**config.mk**
```make
export PLATFORM = sky130hd
export DESIGN_NAME = mem2rw_core
export DESIGN_NICKNAME = d
export VERILOG_FILES = /design/src/logic/mem2rw_pkg.sv /design/src/logic/mem2rw_core.sv /design/src/logic/delay_pipe.sv /design/src/logic/vaddr_map.sv
export SDC_FILE = /design/constraint.sdc
export NUM_CORES = 1
export LEC_CHECK = 0
export BUFFER_PORTS_ARGS = -buffer_cell sky130_fd_sc_hd__buf_2
export CORE_AREA = 2 2 546 548
export CTS_CLUSTER_SIZE = 24
export DETAILED_ROUTE_END_ITERATION = 8
export DIE_AREA = 0 0 548 550
export GPL_ROUTABILITY_DRIVEN = 0
export PLACE_DENSITY_LB_ADDON = 0.05
export SYNTH_ARGS = -nofsm -noshare
export SYNTH_HDL_FRONTEND = slang
export SYNTH_SLANG_ARGS = --single-unit
```
**constraint.sdc**
```tcl
create_clock -name clk -period 6 [get_ports clk]
set_input_delay 0.3 -clock clk [delete_from_list [all_inputs] [get_ports clk]]
set_output_delay 0.3 -clock clk [all_outputs]
set_load 0.01 [all_outputs]
```
**src/logic/mem2rw_pkg.sv**
```systemverilog
package mem2rw_pkg;

  // ~~~~~~~~~~~~~~~~~~~~~~~~~~~~~~~~~~~~~~~~~~~~~~~~~~~~~~~~~~~
  // fixed widths
  // ~~~~~~~~~~~~~~~~~~~~~~~~~~~~~~~~~~~~~~~~~~~~~~~~~~~~~~~~~~~

  localparam int WIDTH   = 32;                 // data word
  localparam int BITADDR = 13;                 // virtual address
  localparam int NUMVBNK = 8;
  localparam int BITVBNK = 3;
  localparam int BITVROW = 10;
  localparam int BITPADR = BITVBNK + BITVROW;  // bank index above the row

  // ~~~~~~~~~~~~~~~~~~~~~~~~~~~~~~~~~~~~~~~~~~~~~~~~~~~~~~~~~~~
  // port and bank access records
  // ~~~~~~~~~~~~~~~~~~~~~~~~~~~~~~~~~~~~~~~~~~~~~~~~~~~~~~~~~~~

  typedef struct packed {
    logic               read;
    logic               write;
    logic [BITADDR-1:0] addr;
    logic [WIDTH-1:0]   data;
  } vport_req_t;

  typedef struct packed {
    logic               valid;
    logic               fwrd;   // data came from the deferred write buffer
    logic [WIDTH-1:0]   data;
    logic [BITPADR-1:0] padr;
  } vport_rsp_t;

  typedef struct packed {
    logic               read;
    logic               write;
    logic [BITVROW-1:0] row;
    logic [WIDTH-1:0]   data;
  } bank_req_t;

endpackage
```
**src/logic/mem2rw_core.sv**
```systemverilog
`timescale 1ns/1ps

module mem2rw_core #(
  parameter int NUMADDR    = 8000,
  parameter int NUMVROW    = 1000,
  parameter int SRAM_DELAY = 2
) (
  input  logic                         clk,
  input  logic                         rst,
  input  logic                         ready,
  input  mem2rw_pkg::vport_req_t       req [2],
  output mem2rw_pkg::vport_rsp_t       rsp [2],
  output mem2rw_pkg::bank_req_t        bank_slot  [mem2rw_pkg::NUMVBNK][2],
  input  logic [mem2rw_pkg::WIDTH-1:0] bank_rdata [mem2rw_pkg::NUMVBNK][2]
);
  import mem2rw_pkg::*;

  typedef struct packed {
    logic               valid;
    logic               fwrd;
    logic [BITVBNK-1:0] bank;
    logic [BITVROW-1:0] row;
    logic [WIDTH-1:0]   data;
  } rd_tag_t;

  logic [1:0]         rd;
  logic [1:0]         wr;
  logic [1:0]         in_range;
  logic [1:0]         hit;
  logic [1:0]         fwd;
  logic [1:0]         move;
  logic [1:0]         flush;
  logic               conflict;
  logic               clear;
  logic [BITVBNK-1:0] bank [2];
  logic [BITVROW-1:0] row  [2];

  // deferred write buffer
  logic               buf_vld;
  logic [BITVBNK-1:0] buf_bank;
  logic [BITVROW-1:0] buf_row;
  logic [WIDTH-1:0]   buf_data;

  // per port access after conflict resolution
  bank_req_t          acc [2];
  logic [BITVBNK-1:0] tgt [2];

  // ~~~~~~~~~~~~~~~~~~~~~~~~~~~~~~~~~~~~~~~~~~~~~~~~~~~~~~~~~~~
  // address decode and conflict detection
  // ~~~~~~~~~~~~~~~~~~~~~~~~~~~~~~~~~~~~~~~~~~~~~~~~~~~~~~~~~~~

  for (genvar p = 0; p < 2; p++) begin : g_dec
    vaddr_map #(
      .NUMADDR (NUMADDR),
      .NUMVROW (NUMVROW)
    ) u_map (
      .addr     (req[p].addr),
      .bank     (bank[p]),
      .row      (row[p]),
      .in_range (in_range[p])
    );

    assign rd[p]  = ready & req[p].read;
    assign wr[p]  = ready & req[p].write & in_range[p];  // writes past NUMADDR are dropped
    assign hit[p] = buf_vld & (bank[p] == buf_bank) & (row[p] == buf_row);
    assign fwd[p] = rd[p] & hit[p];
  end

  assign conflict = (rd[0] | wr[0]) & (rd[1] | wr[1]) & (req[0].addr == req[1].addr);

  // port 1 wins when both ports write
  assign move[0]  = conflict & wr[0] & ~wr[1];
  assign move[1]  = conflict & wr[1];
  assign flush[0] = move[0] & buf_vld & ~hit[0];
  assign flush[1] = move[1] & buf_vld & ~hit[1];
  assign clear    = ~conflict & ((wr[0] & hit[0]) | (wr[1] & hit[1]));

  always_ff @(posedge clk) begin
    if (rst) begin
      buf_vld <= 1'b0;
    end else if (move[0] | move[1]) begin
      buf_vld <= 1'b1;
    end else if (clear) begin
      buf_vld <= 1'b0;  // bank now holds the newer value
    end
  end

  always_ff @(posedge clk) begin
    if (move[0]) begin
      buf_bank <= bank[0];
      buf_row  <= row[0];
      buf_data <= req[0].data;
    end else if (move[1]) begin
      buf_bank <= bank[1];
      buf_row  <= row[1];
      buf_data <= req[1].data;
    end
  end

  // ~~~~~~~~~~~~~~~~~~~~~~~~~~~~~~~~~~~~~~~~~~~~~~~~~~~~~~~~~~~
  // bank steering
  // ~~~~~~~~~~~~~~~~~~~~~~~~~~~~~~~~~~~~~~~~~~~~~~~~~~~~~~~~~~~

  always_comb begin
    for (int p = 0; p < 2; p++) begin
      acc[p] = '0;
      tgt[p] = bank[p];
      if (rd[p]) begin
        acc[p].read = 1'b1;
        acc[p].row  = row[p];
      end else if (flush[p]) begin
        // own write is held, so the slot drains the older entry
        acc[p].write = 1'b1;
        acc[p].row   = buf_row;
        acc[p].data  = buf_data;
        tgt[p]       = buf_bank;
      end else if (!conflict && wr[p]) begin
        acc[p].write = 1'b1;
        acc[p].row   = row[p];
        acc[p].data  = req[p].data;
      end
    end
  end

  always_comb begin
    for (int b = 0; b < NUMVBNK; b++) begin
      for (int p = 0; p < 2; p++) begin
        bank_slot[b][p] = (tgt[p] == BITVBNK'(b)) ? acc[p] : '0;
      end
    end
  end

  // ~~~~~~~~~~~~~~~~~~~~~~~~~~~~~~~~~~~~~~~~~~~~~~~~~~~~~~~~~~~
  // read tags and response
  // ~~~~~~~~~~~~~~~~~~~~~~~~~~~~~~~~~~~~~~~~~~~~~~~~~~~~~~~~~~~

  for (genvar p = 0; p < 2; p++) begin : g_rsp
    rd_tag_t tag_in;
    rd_tag_t tag_out;

    assign tag_in = '{valid: rd[p], fwrd: fwd[p], bank: bank[p], row: row[p],
                      data: buf_data};

    delay_pipe #(
      .payload_t (rd_tag_t),
      .DEPTH     (SRAM_DELAY)
    ) u_tag_pipe (
      .clk (clk),
      .rst (rst),
      .in  (tag_in),
      .out (tag_out)
    );

    assign rsp[p].valid = tag_out.valid;
    assign rsp[p].fwrd  = tag_out.fwrd;
    assign rsp[p].data  = tag_out.fwrd ? tag_out.data : bank_rdata[tag_out.bank][p];
    assign rsp[p].padr  = {tag_out.bank, tag_out.row};
  end

endmodule

```
**src/logic/delay_pipe.sv**
```systemverilog
`timescale 1ns/1ps

module delay_pipe #(
  parameter type payload_t = logic,
  parameter int  DEPTH     = 1
) (
  input  logic     clk,
  input  logic     rst,
  input  payload_t in,
  output payload_t out
);

  payload_t stage [DEPTH];

  always_ff @(posedge clk) begin
    if (rst) begin
      for (int i = 0; i < DEPTH; i++) begin
        stage[i] <= '0;
      end
    end else begin
      stage[0] <= in;                   // first stage samples at the edge
      for (int i = 1; i < DEPTH; i++) begin
        stage[i] <= stage[i-1];
      end
    end
  end

  assign out = stage[DEPTH-1];

endmodule

```
**src/logic/vaddr_map.sv**
```systemverilog
`timescale 1ns/1ps

module vaddr_map #(
  parameter int NUMADDR = 8000,
  parameter int NUMVROW = 1000
) (
  input  logic [mem2rw_pkg::BITADDR-1:0] addr,
  output logic [mem2rw_pkg::BITVBNK-1:0] bank,
  output logic [mem2rw_pkg::BITVROW-1:0] row,
  output logic                           in_range
);
  import mem2rw_pkg::*;

  localparam logic [BITADDR-1:0] NROW  = BITADDR'(NUMVROW);
  localparam logic [BITADDR:0]   LIMIT = (BITADDR + 1)'(NUMADDR);  // may equal 2**BITADDR

  logic [BITADDR-1:0] quot;
  logic [BITADDR-1:0] rem;

  // the row count need not be a power of two, so a true divide is used
  assign quot = addr / NROW;
  assign rem  = addr % NROW;

  assign bank     = BITVBNK'(quot);  // out of range addresses wrap here
  assign row      = BITVROW'(rem);
  assign in_range = {1'b0, addr} < LIMIT;

endmodule

```
==> run_results.csv, run 1 <==
group,metric,value,unit
run_status,status,"finished clean",
logic_synthesis,seq_area_frac_synth,21.4,%
route,initialDrtViolationCount,1476,
critical_path,crit_chain,"buf_2 -> o21a_1 -> a21oi_1 -> nor2_1 -> or4_1 -> o21a_1 -> nor2_2 -> o211ai_1 -> o22a_1 -> a2111oi_4 -> a41oi_4 -> buf_12 -> a21oi_2 -> nor3_1 -> buf_4 -> buf_2",
global_route,grt_pass1_vias,26100,
sta,setup_viol,0,
power,switching_share,44.5,%
logic_synthesis,ys_async_sr_fraction,0,%
critical_path,crit-reg2reg-capture,"g_rsp[0].u_tag_pipe.stage[0][45]$_SDFF_PP0_",
place,dp_hpwl,211000,um
critical_path,path_max_fanout,41,
logic_synthesis,yosysWarnings,0,
logic_synthesis,ys_ff_latch,170,
job,drv_cap,0,
logic_synthesis,synthCells,2266,
global_route,grt_use_met2,29.1,%
place,numPortBuffers,1406,
critical_path,critPathRequiredTime,5700,ps
power,clkPwrFrac,28.5,%
clock_network,worstSkewPairLatency,550,ps
worst_hold_path,hold_end,"buf_data[8]$_DFFE_PP_",
critical_path,arrival,5470,ps
power,powerDensity,141,nW/um^2
finish,num-nets-final,4323,
sta,final.setup.worst_slack,227,ps
finish,utilization,10.8,%
floorplanning,die_area,301000,sq um
global_route,grt_max_degree,75,
clock_network,cts_tree,"yes",
worst_hold_path,hp-start,"req[8]",
critical_path,cpPeakStageDelay,710,ps
critical_path,rrSetupSlack,2710,ps
route,num_vias,25100,
route,wirelength,246000,um
clock_network,cts.clk_slew.worst_paths,80,ps
route,drc_errors,0,
route,drtPass1Iterations,5,
finish,fill_cells,34800,
critical_path,endpoint_kind,"primary output",
logic_synthesis,syn_nets,2875,
floorplanning,coreArea,296000,sq um
route,routedWlPerCell,31.9,um
floorplanning,num_io_pins,1407,
critical_path,crit_path_start_kind,"input port",
power,sequentialPowerShare,27.8,%
logic_synthesis,synth_edf_count,45,
floorplanning,fp.dieW,548,um
clock_network,clock_sinks,170,
sta,tightest_slew,1290,ps
clock_network,cts_buffers,17,
floorplanning,start_util,6.08,%
worst_hold_path,min_path_type,"input port to flop",
floorplanning,die_y,550,um
global_route,grt_pass1_wl,305000,um
global_route,antenna_found_initial,164,
critical_path,critPathKind,"input port to primary output",
critical_path,reg2regPathDepth,8,
power,p_int,2.51,mW
place,pre_cts_slack,-264,ps
floorplanning,row_count,200,
power,cellLeakagePower,13.3,nW
power,irDropWorstVdd,0.230,mV
logic_synthesis,synth_area_leaders,"mux4_2 16%, dfxtp_1 14%, nor2_1 12%, nor3_1 7.8%, edfxtp_1 7.5%",
logic_synthesis,netlist.area_leader.share,16.0,%
worst_hold_path,whs_path_depth,2,
critical_path,path_delay_family,"compound AO/OA/AOI/OAI gates",
sta,fin_worst_hold_slack,88.9,ps
finish,area_growth,78.1,%
sta,finalHoldViolations,0,
finish,drive_above_1_share,53.4,%
logic_synthesis,yosysUniqueCellTypes,96,
route,via_per_inst,3.25,
route,ant_nets,0,
global_route,busiest_layer,"met2",
logic_synthesis,yosysTopAreaCell,"mux4_2",
power,pwr-share-comb,43.7,%
power,power.switching,2.01,mW
clock_network,clockBufferDepth,2,
critical_path,crit_slowest_cell,"or4_1",
clock_network,ctsRootBufferMaster,"clkbuf_16",
sta,fin_crit_sh,96.2,%
sta,max_freq,173,MHz
global_route,grt_overflow,0,
logic_synthesis,syn_area_per_cell,7.93,sq um
clock_network,h-tree-depth,4,
sta,drv_slew,0,
logic_synthesis,ys.flop_type,"dfxtp_1",
global_route,grtUsageMet1,18.0,%
place,place_area,31100,sq um
sta,min_period,5770,ps
global_route,grtUsageTotal,15.7,%
sta,clock_skew,22.9,ps
logic_synthesis,synth_area,18000,sq um
critical_path,path_buf_inv,4,
critical_path,regToRegStartpoint,"buf_row[5]$_DFFE_PP_",
global_route,grt_use_met3,3.67,%
sta,max_slew_margin,14.0,%
finish,stdcell_area,32000,sq um
worst max path at each step:
stage | slack (ps) | cells after the start | end | from
after global placement | -340 | 17 | bank_slot[92] | req[41]
after global routing | -5 | 16 | bank_slot[531] | req[37]
final | 230 | 16 | bank_slot[619] | req[37]
after floorplan | 1790 | 16 | bank_slot[287] | req[40]
after CTS | 140 | 17 | bank_slot[92] | req[41]
after detailed placement | -260 | 17 | bank_slot[92] | req[41]
power groups by stage:
stage | registers (mW) | clock network [mW] | logic [mW]
after floorplan | 1.25 | 0 | 0.812
after global placement | 1.29 | 0 | 2.06
after detailed placement | 1.29 | 0 | 2.04
after CTS | 1.26 | 1.43 | 2.05
after global routing | 1.26 | 1.42 | 2.10
final | 1.26 | 1.29 | 1.97
stage by stage:
| step | TNS [ps] | power [mW] | instances |
|---|---|---|---|
| 2_1_floorplan | 0 | 2.06 | 2266 |
| 3_3_place_gp | -628 | 3.35 | 7617 |
| 3_5_place_dp | -484 | 3.32 | 7617 |
| 4_1_cts | 0 | 4.75 | 7662 |
| 5_1_grt | -5.29 | 4.79 | 7685 |
| 6_report | 0 | 4.52 | 7716 |
per-layer routing:
layer  part of all wire, %  vias to the layer above
li1                      -                    11100
met1                    40                    12500
met2                    52                     1238
met3                   6.1                      266
met4                   2.4                       34
met5                 0.090                        -
cell usage in the layout (no fill, tap or decap), drive strengths merged, types with 13 or more instances in the layout:
cell type,count
nor2,564
mux4,128
nand2,129
mux2,33
mux2i,87
nor3,281
xnor2,28
buf,1648
dfxtp,125
edfxtp,45
clkbuf,19
dlygate4sd3,13
nand3,19
a22oi,34
o21ai,111
nor2b,114
a211oi,15
diode,50
a21oi,86
inv,37
sequential cells by signal, indices dropped and copies added, names as in the netlist:
name                    count
buf_bank                    3
buf_data                   32
buf_row                    10
buf_vld                     1
g_rsp.u_tag_pipe.stage    124
synth_stat cells (44+ instances only):
cell	number
a21oi_2	44
buf_2	59
clkbuf_1	95
dfxtp_1	125
edfxtp_1	45
mux2i_1	73
mux4_2	128
nand2_1	129
nor2_1	561
nor2b_1	114
nor3_1	279
o21ai_0	98
cell type report:
class                      count  area, sq um  area share (%)
antenna                       50          125           0.391
tap                         3939         4930            15.4
inverter                      29          109           0.340
sequential                   170         3880            12.1
multi-input combinational   1835        13000            40.6
timing repair buffer        1661         9380            29.3
clock buffer                  19          454            1.42
clock inverter                13          130           0.407
repair_timing:
item                       CTS  global route
setup buffers                0             4
setup endpoints to repair    2            19
hold endpoints to repair    11             0
hold buffers                13             0
resized for setup            2             1
pin swaps                    0             1
worst reg2reg max path: stages, from the launching register on:
cell and delay, ps:
edfxtp_1 360, inv_1 190, xnor2_1 530, nor3_1 100, nor4_1 500, o2111ai_1 250, a211o_1 310, nor4_2 530
and3_1 420
cells by family (layout without fill, tap and decap cells):
| group | Yosys count | after routing | share of synthesized area, % |
|---|---|---|---|
| compound gates | 368 | 368 | 16.2 |
| simple gates | 1176 | 1176 | 29.6 |
| buf+inv | 261 | 1722 | 7.30 |
| mux | 248 | 248 | 23.4 |
| other cells | 0 | 50 | 0 |
| xor+xnor | 39 | 39 | 1.90 |
| flops | 170 | 170 | 21.4 |
| fa+ha+maj | 4 | 4 | 0.230 |
Power figures use the tool's default switching activity.
==> run 2: changes to the inputs <==
Settings changed: CTS_BUF_LIST from default to sky130_fd_sc_hd__clkbuf_8, PLACE_DENSITY from default to 0.3, PLACE_DENSITY_LB_ADDON 0.05 to default.
==> run 2 against run 1 <==
  * Clock power fell by 20%
  * Total power fell by 6.8%
  * Critical endpoint is now bank_slot[539]
  * Utilization barely moved
  * Largest power group unchanged
==> run_results.csv, run 2 (same netlist as run 1, synthesis figures left out) <==
group,metric,value,unit
critical_path,crit_path_start_kind,"input port",
global_route,grt_pass1_wl,277000,um
route,routedWlPerCell,29.2,um
finish,largest_reg_flops,124,
global_route,grt_max_degree,77,
critical_path,crit_chain,"buf_2 -> inv_1 -> nor3_1 -> nor2_1 -> or4_1 -> or2_1 -> o21ai_4 -> a31oi_1 -> nor3_1 -> a2111oi_4 -> a41oi_4 -> buf_12 -> buf_4 -> a21oi_2 -> buf_4 -> nor3_1 -> buf_2",
finish,regMostFlops,"g_rsp.u_tag_pipe.stage",
worst_hold_path,min_path_type,"input port to flop",
place,dp_hpwl,196000,um
finish,largest_registers,"g_rsp.u_tag_pipe.stage x124, buf_data x32, buf_row x10",
clock_network,cts.clk_slew.worst_paths,120,ps
floorplanning,num_io_pins,1407,
sta,tns,0,ps
finish,num-nets-final,4336,
critical_path,crit_slowest_cell,"or4_1",
power,irDropWorstVdd,0.137,mV
finish,utilization,10.9,%
sta,clock_skew,31.6,ps
place,numPortBuffers,1406,
finish,drive_above_1_share,52.7,%
critical_path,cpMostUsedCell,"nor3_1",
power,power,4.21,mW
critical_path,path_buf_inv,6,
route,via_per_inst,3.42,
global_route,antenna_found_initial,140,
run_status,status,"finished clean",
power,cellLeakagePower,13.2,nW
global_route,grt_overflow,0,
place,dp_cells,7585,
route,drtPass1Iterations,5,
critical_path,path_delay_family,"simple AND/OR/NAND/NOR gates",
clock_network,cts_buffers,17,
job,drv_cap,0,
critical_path,critPathKind,"input port to primary output",
floorplanning,coreArea,296000,sq um
sta,drv_slew,0,
critical_path,endpoint_kind,"primary output",
clock_network,clockBufferDepth,2,
sta,fin_worst_hold_slack,105,ps
sta,max_freq,170,MHz
clock_network,h-tree-depth,4,
global_route,grt_pass1_vias,25300,
finish,layout_commonest_cell,"buf_2",
route,drc_errors,0,
floorplanning,fp.dieW,548,um
sta,grt_setup_unrepaired,"false",
finish,area_growth,78.5,%
route,initialDrtViolationCount,2649,
critical_path,arrival,5570,ps
finish,final_cell_mix,"1405 x buf_2, 558 x nor2_1, 276 x nor3_1, 178 x buf_4",
sta,min_period,5870,ps
finish,layout.cells.non_filler,7720,
floorplanning,start_util,6.08,%
floorplanning,die_y,550,um
sta,tightest_slew,1360,ps
critical_path,critPathRequiredTime,5700,ps
critical_path,cpPeakStageDelay,680,ps
route,num_vias,26400,
clock_network,cts_tree,"yes",
clock_network,worstSkewPairLatency,640,ps
critical_path,path_max_fanout,21,
power,powerDensity,131,nW/um^2
floorplanning,die_area,301000,sq um
sta,fin_crit_sh,97.9,%
sta,max_slew_margin,9.51,%
clock_network,ctsRootBufferMaster,"clkbuf_8",
route,ant_nets,0,
sta,finalHoldViolations,0,
clock_network,post_cts_buffers,0,
sta,setup_viol,0,
global_route,grtUsageTotal,14.2,%
clock_network,clock_sinks,170,
floorplanning,row_count,200,
route,wirelength,225000,um
run 2: cell types whose count changed in the layout (fill, tap and decap cells not counted), moves of 5 or more:
cell and delta:
a21oi_1 -9, a21oi_2 +8, buf_4 -33, clkbuf_16 -18, clkbuf_8 +17, clkinv_8 +5
diode_2 -9, dlygate4sd3_1 +49, inv_12 +5
run 2: per-layer routing:
metal | up-vias | part of all wire (%) | track usage, % | routed length, um
li1 | 11100 | - | - | -
met1 | 13100 | 43 | 18.0 | 96100
met2 | 1867 | 44 | 21.9 | 99400
met3 | 297 | 9.7 | 5.28 | 22000
met4 | 54 | 3.4 | 4.56 | 7660
met5 | - | 0.16 | 0.453 | 351
run 2: layout make-up:
cell class                      instances  area, sq um
Tap cell                             3939         4930
Inverter                               29          109
Multi-Input combinational cell       1835        13100
Fill cell                           34700       263000
Clock inverter                         15          208
Sequential cell                       170         3880
Timing Repair Buffer                 1674         9560
Antenna cell                           41          103
Clock buffer                           17          234
run 2: timing repair:
action,4_1_cts,5_1_grt
endpoints found under the setup margin,1,8
resized for setup,1,2
endpoints found under the hold margin,35,0
hold buffers,62,0
run 2: power breakdown:
part | internal [mW] | total [mW] | switching, mW
Sequential | 1.21 | 1.27 | 0.0542
Clock | 0.335 | 1.03 | 0.695
Combinational | 0.681 | 1.91 | 1.23
run 2: metrics by stage:
step	area, sq um	worst slack, ps
6_report	32100	127
5_1_grt	32000	17.8
4_1_cts	32000	160
3_5_place_dp	30900	-6.51
3_3_place_gp	30900	-84.7
2_1_floorplan	18000	1790
run 2: final timing paths:
path              depth (start not counted)  slack [ps]                                        start                                     endpoint
hold reg to reg                           1         440  g_rsp[1].u_tag_pipe.stage[0][35]$_SDFF_PP0_  g_rsp[1].u_tag_pipe.stage[0][82]$_SDFF_PP0_
hold / removal                            2         110                                      req[32]                         buf_row[0]$_DFFE_PP_
setup / recovery                         17         130                                      req[44]                               bank_slot[539]
setup reg to reg                         11        3370                         buf_row[5]$_DFFE_PP_                         buf_vld$_SDFFE_PP0P_
run 2: worst reg2reg max path, cell delays in order, from the launching register on:
cell,delay (ps)
edfxtp_1,370
inv_1,110
xnor2_1,460
nor3_1,120
nor4_1,290
o2111ai_1,180
a211o_1,260
nor4_2,220
buf_4,180
a31oi_1,100
nor2_1,140
a211oi_1,70
==> run 3: changes to the inputs <==
Settings changed: CORE_AREA 2 2 546 548 to 2 2 551 553, DIE_AREA 0 0 548 550 to 0 0 553 555, PLACE_DENSITY 0.3 to 0.32, SYNTH_HIERARCHICAL from default to 1.
==> run 3 against run 2 <==
  * Sequential power increased by 34%
  * Highest routed layer unchanged
  * Sequential share of layout area increased by 1.6 points
  * Critical path depth unchanged
  * Total power increased by 33%
  * Routed wire length increased by 20%
  * Largest cell class unchanged
==> run_results.csv, run 3 <==
group,metric,value,unit
power,irDropWorstVdd,0.133,mV
global_route,grt_pass1_vias,32300,
global_route,grtUsageTotal,16.7,%
logic_synthesis,synth.most_common_cell,"nor2_1",
route,via_per_inst,3.95,
logic_synthesis,synth_area,24600,sq um
sta,finalHoldViolations,0,
sta,max_slew_margin,9.66,%
floorplanning,row_count,202,
route,wirelength,271000,um
global_route,grt_max_degree,173,
logic_synthesis,synthCells,3336,
sta,fin_crit_sh,97.0,%
logic_synthesis,ys_async_sr_fraction,0,%
place,numPortBuffers,1406,
power,powerDensity,149,nW/um^2
logic_synthesis,netlist.area_leader.share,15.4,%
logic_synthesis,synth_compound_area_share,24.9,%
global_route,grt_pass1_wl,340000,um
logic_synthesis,synth-xor-area-share,1.89,%
logic_synthesis,synthSimpleGateAreaFrac,25.9,%
finish,largest_reg_flops,188,
route,initialDrtViolationCount,4001,
floorplanning,die_area,307000,sq um
critical_path,critPathKind,"input port to primary output",
logic_synthesis,ys.flop_type,"dfxtp_1",
logic_synthesis,yosys-mux-area-fraction,15.3,%
sta,grt_setup_unrepaired,"false",
route,drtPass1Iterations,5,
power,power,5.61,mW
clock_network,cts_tree,"yes",
clock_network,worstSkewPairLatency,730,ps
finish,final_cell_mix,"1406 x buf_2, 567 x nor2_1, 419 x a21oi_1, 279 x nand2_1, 257 x a22oi_1",
job,drv_cap,0,
logic_synthesis,synth_edf_count,45,
route,num_vias,34100,
logic_synthesis,synth_fa_ha_area_share,0.0814,%
floorplanning,fp.dieW,553,um
clock_network,clockBufferDepth,3,
sta,tns,0,ps
place,dp_hpwl,224000,um
finish,layout_commonest_cell,"buf_2",
clock_network,cts_buffers,53,
logic_synthesis,yosysWarnings,6,
finish,num-nets-final,5115,
sta,clock_skew,37.5,ps
power,cellLeakagePower,15.9,nW
clock_network,clock_sinks,234,
logic_synthesis,synth_area_leaders,"dfxtp_1 15%, mux4_2 12%, a21oi_1 8.7%, nor2_1 8.7%, a22oi_1 7.8%",
clock_network,h-tree-depth,2,
finish,regMostFlops,"g_rsp.u_tag_pipe/stage",
logic_synthesis,synth_top_family_by_area,"simple AND/OR/NAND/NOR gates",
sta,min_period,5820,ps
clock_network,cts.clk_slew.worst_paths,60,ps
logic_synthesis,yosysTopAreaCell,"dfxtp_1",
floorplanning,start_util,8.17,%
logic_synthesis,seq_area_frac_synth,20.9,%
route,routedWlPerCell,31.4,um
finish,fill_cells,35300,
global_route,antenna_found_initial,172,
logic_synthesis,yosysUniqueCellTypes,95,
critical_path,endpoint_kind,"primary output",
worst_hold_path,min_path_type,"input port to flop",
floorplanning,die_y,555,um
sta,setup_viol,0,
sta,max_freq,172,MHz
sta,drv_slew,0,
sta,tightest_slew,1330,ps
critical_path,critPathRequiredTime,5700,ps
floorplanning,num_io_pins,1407,
critical_path,path_max_fanout,21,
route,drc_errors,0,
finish,largest_registers,"g_rsp.u_tag_pipe/stage x188, buf_data x32, buf_row x10",
finish,drive_above_1_share,42.8,%
run_status,status,"finished clean",
critical_path,arrival,5520,ps
logic_synthesis,syn_area_per_cell,7.37,sq um
route,ant_nets,0,
logic_synthesis,synth_commonest_cells,"568 x nor2_1, 427 x a21oi_1, 279 x nand2_1",
logic_synthesis,ys_ff_latch,234,
logic_synthesis,syn_nets,3945,
global_route,grt_overflow,0,
critical_path,crit_path_start_kind,"input port",
clock_network,ctsRootBufferMaster,"clkbuf_8",
finish,area_growth,53.1,%
floorplanning,coreArea,301000,sq um
run 3: changes by cell type in the layout (fill, tap and decap cells not counted), moves of 31 or more:
| cell | before | now |
|---|---|---|
| a21oi_1 | 30 | 419 |
| nor3_1 | 276 | 13 |
| a22oi_1 | 2 | 257 |
| nand2_1 | 128 | 279 |
| nor2b_1 | 114 | 192 |
| nand3_1 | 18 | 95 |
| inv_1 | 26 | 91 |
| dfxtp_1 | 117 | 181 |
| dlygate4sd3_1 | 62 | 5 |
| diode_2 | 41 | 95 |
| o21ai_0 | 97 | 151 |
| clkbuf_8 | 17 | 64 |
| a21oi_2 | 52 | 6 |
| a22oi_2 | 32 | 1 |
run 3: per-layer routing:
metal  up-vias  wire length [um]  track usage (%)  share of wire [%]
met3       457             27500             5.31                 10
met2      2565            121000             26.1                 45
met5         -               201            0.516              0.074
met4        30             12600             7.65                4.6
li1      14200                 -                -                  -
met1     16800            110000             20.6                 41
run 3: power by group:
group	internal, mW	switching [mW]	total, mW
Sequential	1.65	0.0492	1.70
Combinational	0.640	1.25	1.89
Clock	1.05	0.973	2.02
run 3: worst paths after layout:
path / from / end / slack, ps / depth (start not counted)
setup / recovery: req[44] / bank_slot[18] / 180 / 17
hold / removal: req[23] / buf_data[23]$_DFFE_PP_ / 140 / 3
setup reg to reg: buf_row[1]$_DFFE_PP_ / g_rsp[0].u_tag_pipe/stage[0][45]$_SDFF_PP0_ / 3350 / 6
hold reg to reg: g_rsp[1].u_tag_pipe/stage[0][15]$_SDFF_PP0_ / g_rsp[1].u_tag_pipe/stage[0][62]$_SDFF_PP0_ / 400 / 1
run 3: cell families after synthesis:
family | Yosys count
simple gates | 1292
flops | 234
buf+inv | 559
mux | 215
fa+ha+maj | 2
compound gates | 981
xor+xnor | 53
run 3: what timing repair did:
action / in CTS / in global routing
hold buffers: 5 / 0
endpoints found under the setup margin: 0 / 229
resized for setup: 0 / 1
hold endpoints to repair: 80 / 0
buffers inserted: 0 / 0
run 3: metrics by stage:
step | hold WS (ps) | cells | utilization, % | setup slack, ps | area (sq um)
detailed placement | 423 | 8423 | 12.0 | 116 | 36300
floorplan | 379 | 3336 | - | 922 | 24600
finish | 135 | 8617 | 12.5 | 178 | 37700
global placement | 416 | 8423 | 12.0 | 118 | 36300
global route | 83.8 | 8581 | 12.5 | 4.82 | 37600
CTS | 33.3 | 8521 | 12.4 | 67.0 | 37400
run 3: layout make-up:
class                           instances  area [sq um]  area share (%)
Antenna cell                           95           238           0.631
Clock buffer                           64           881            2.34
Clock inverter                         29           206           0.548
Inverter                               87           334           0.887
Multi-Input combinational cell       2543         17100            45.5
Sequential cell                       234          5160            13.7
Tap cell                             3978          4980            13.2
Timing Repair Buffer                 1587          8740            23.2
run 3: worst max-delay path, stage by stage:
cell and delay, ps:
buf_2 330, inv_1 170, or3_1 520, a32o_2 380, nor2_2 210, o221ai_2 180, nor3_2 410, nor3_1 130
xnor2_1 480, xnor2_1 210, nand4_1 220, nor4_4 530, or4_4 420, buf_12 290, nor2_8 80, nor2_1 360
buf_2 230
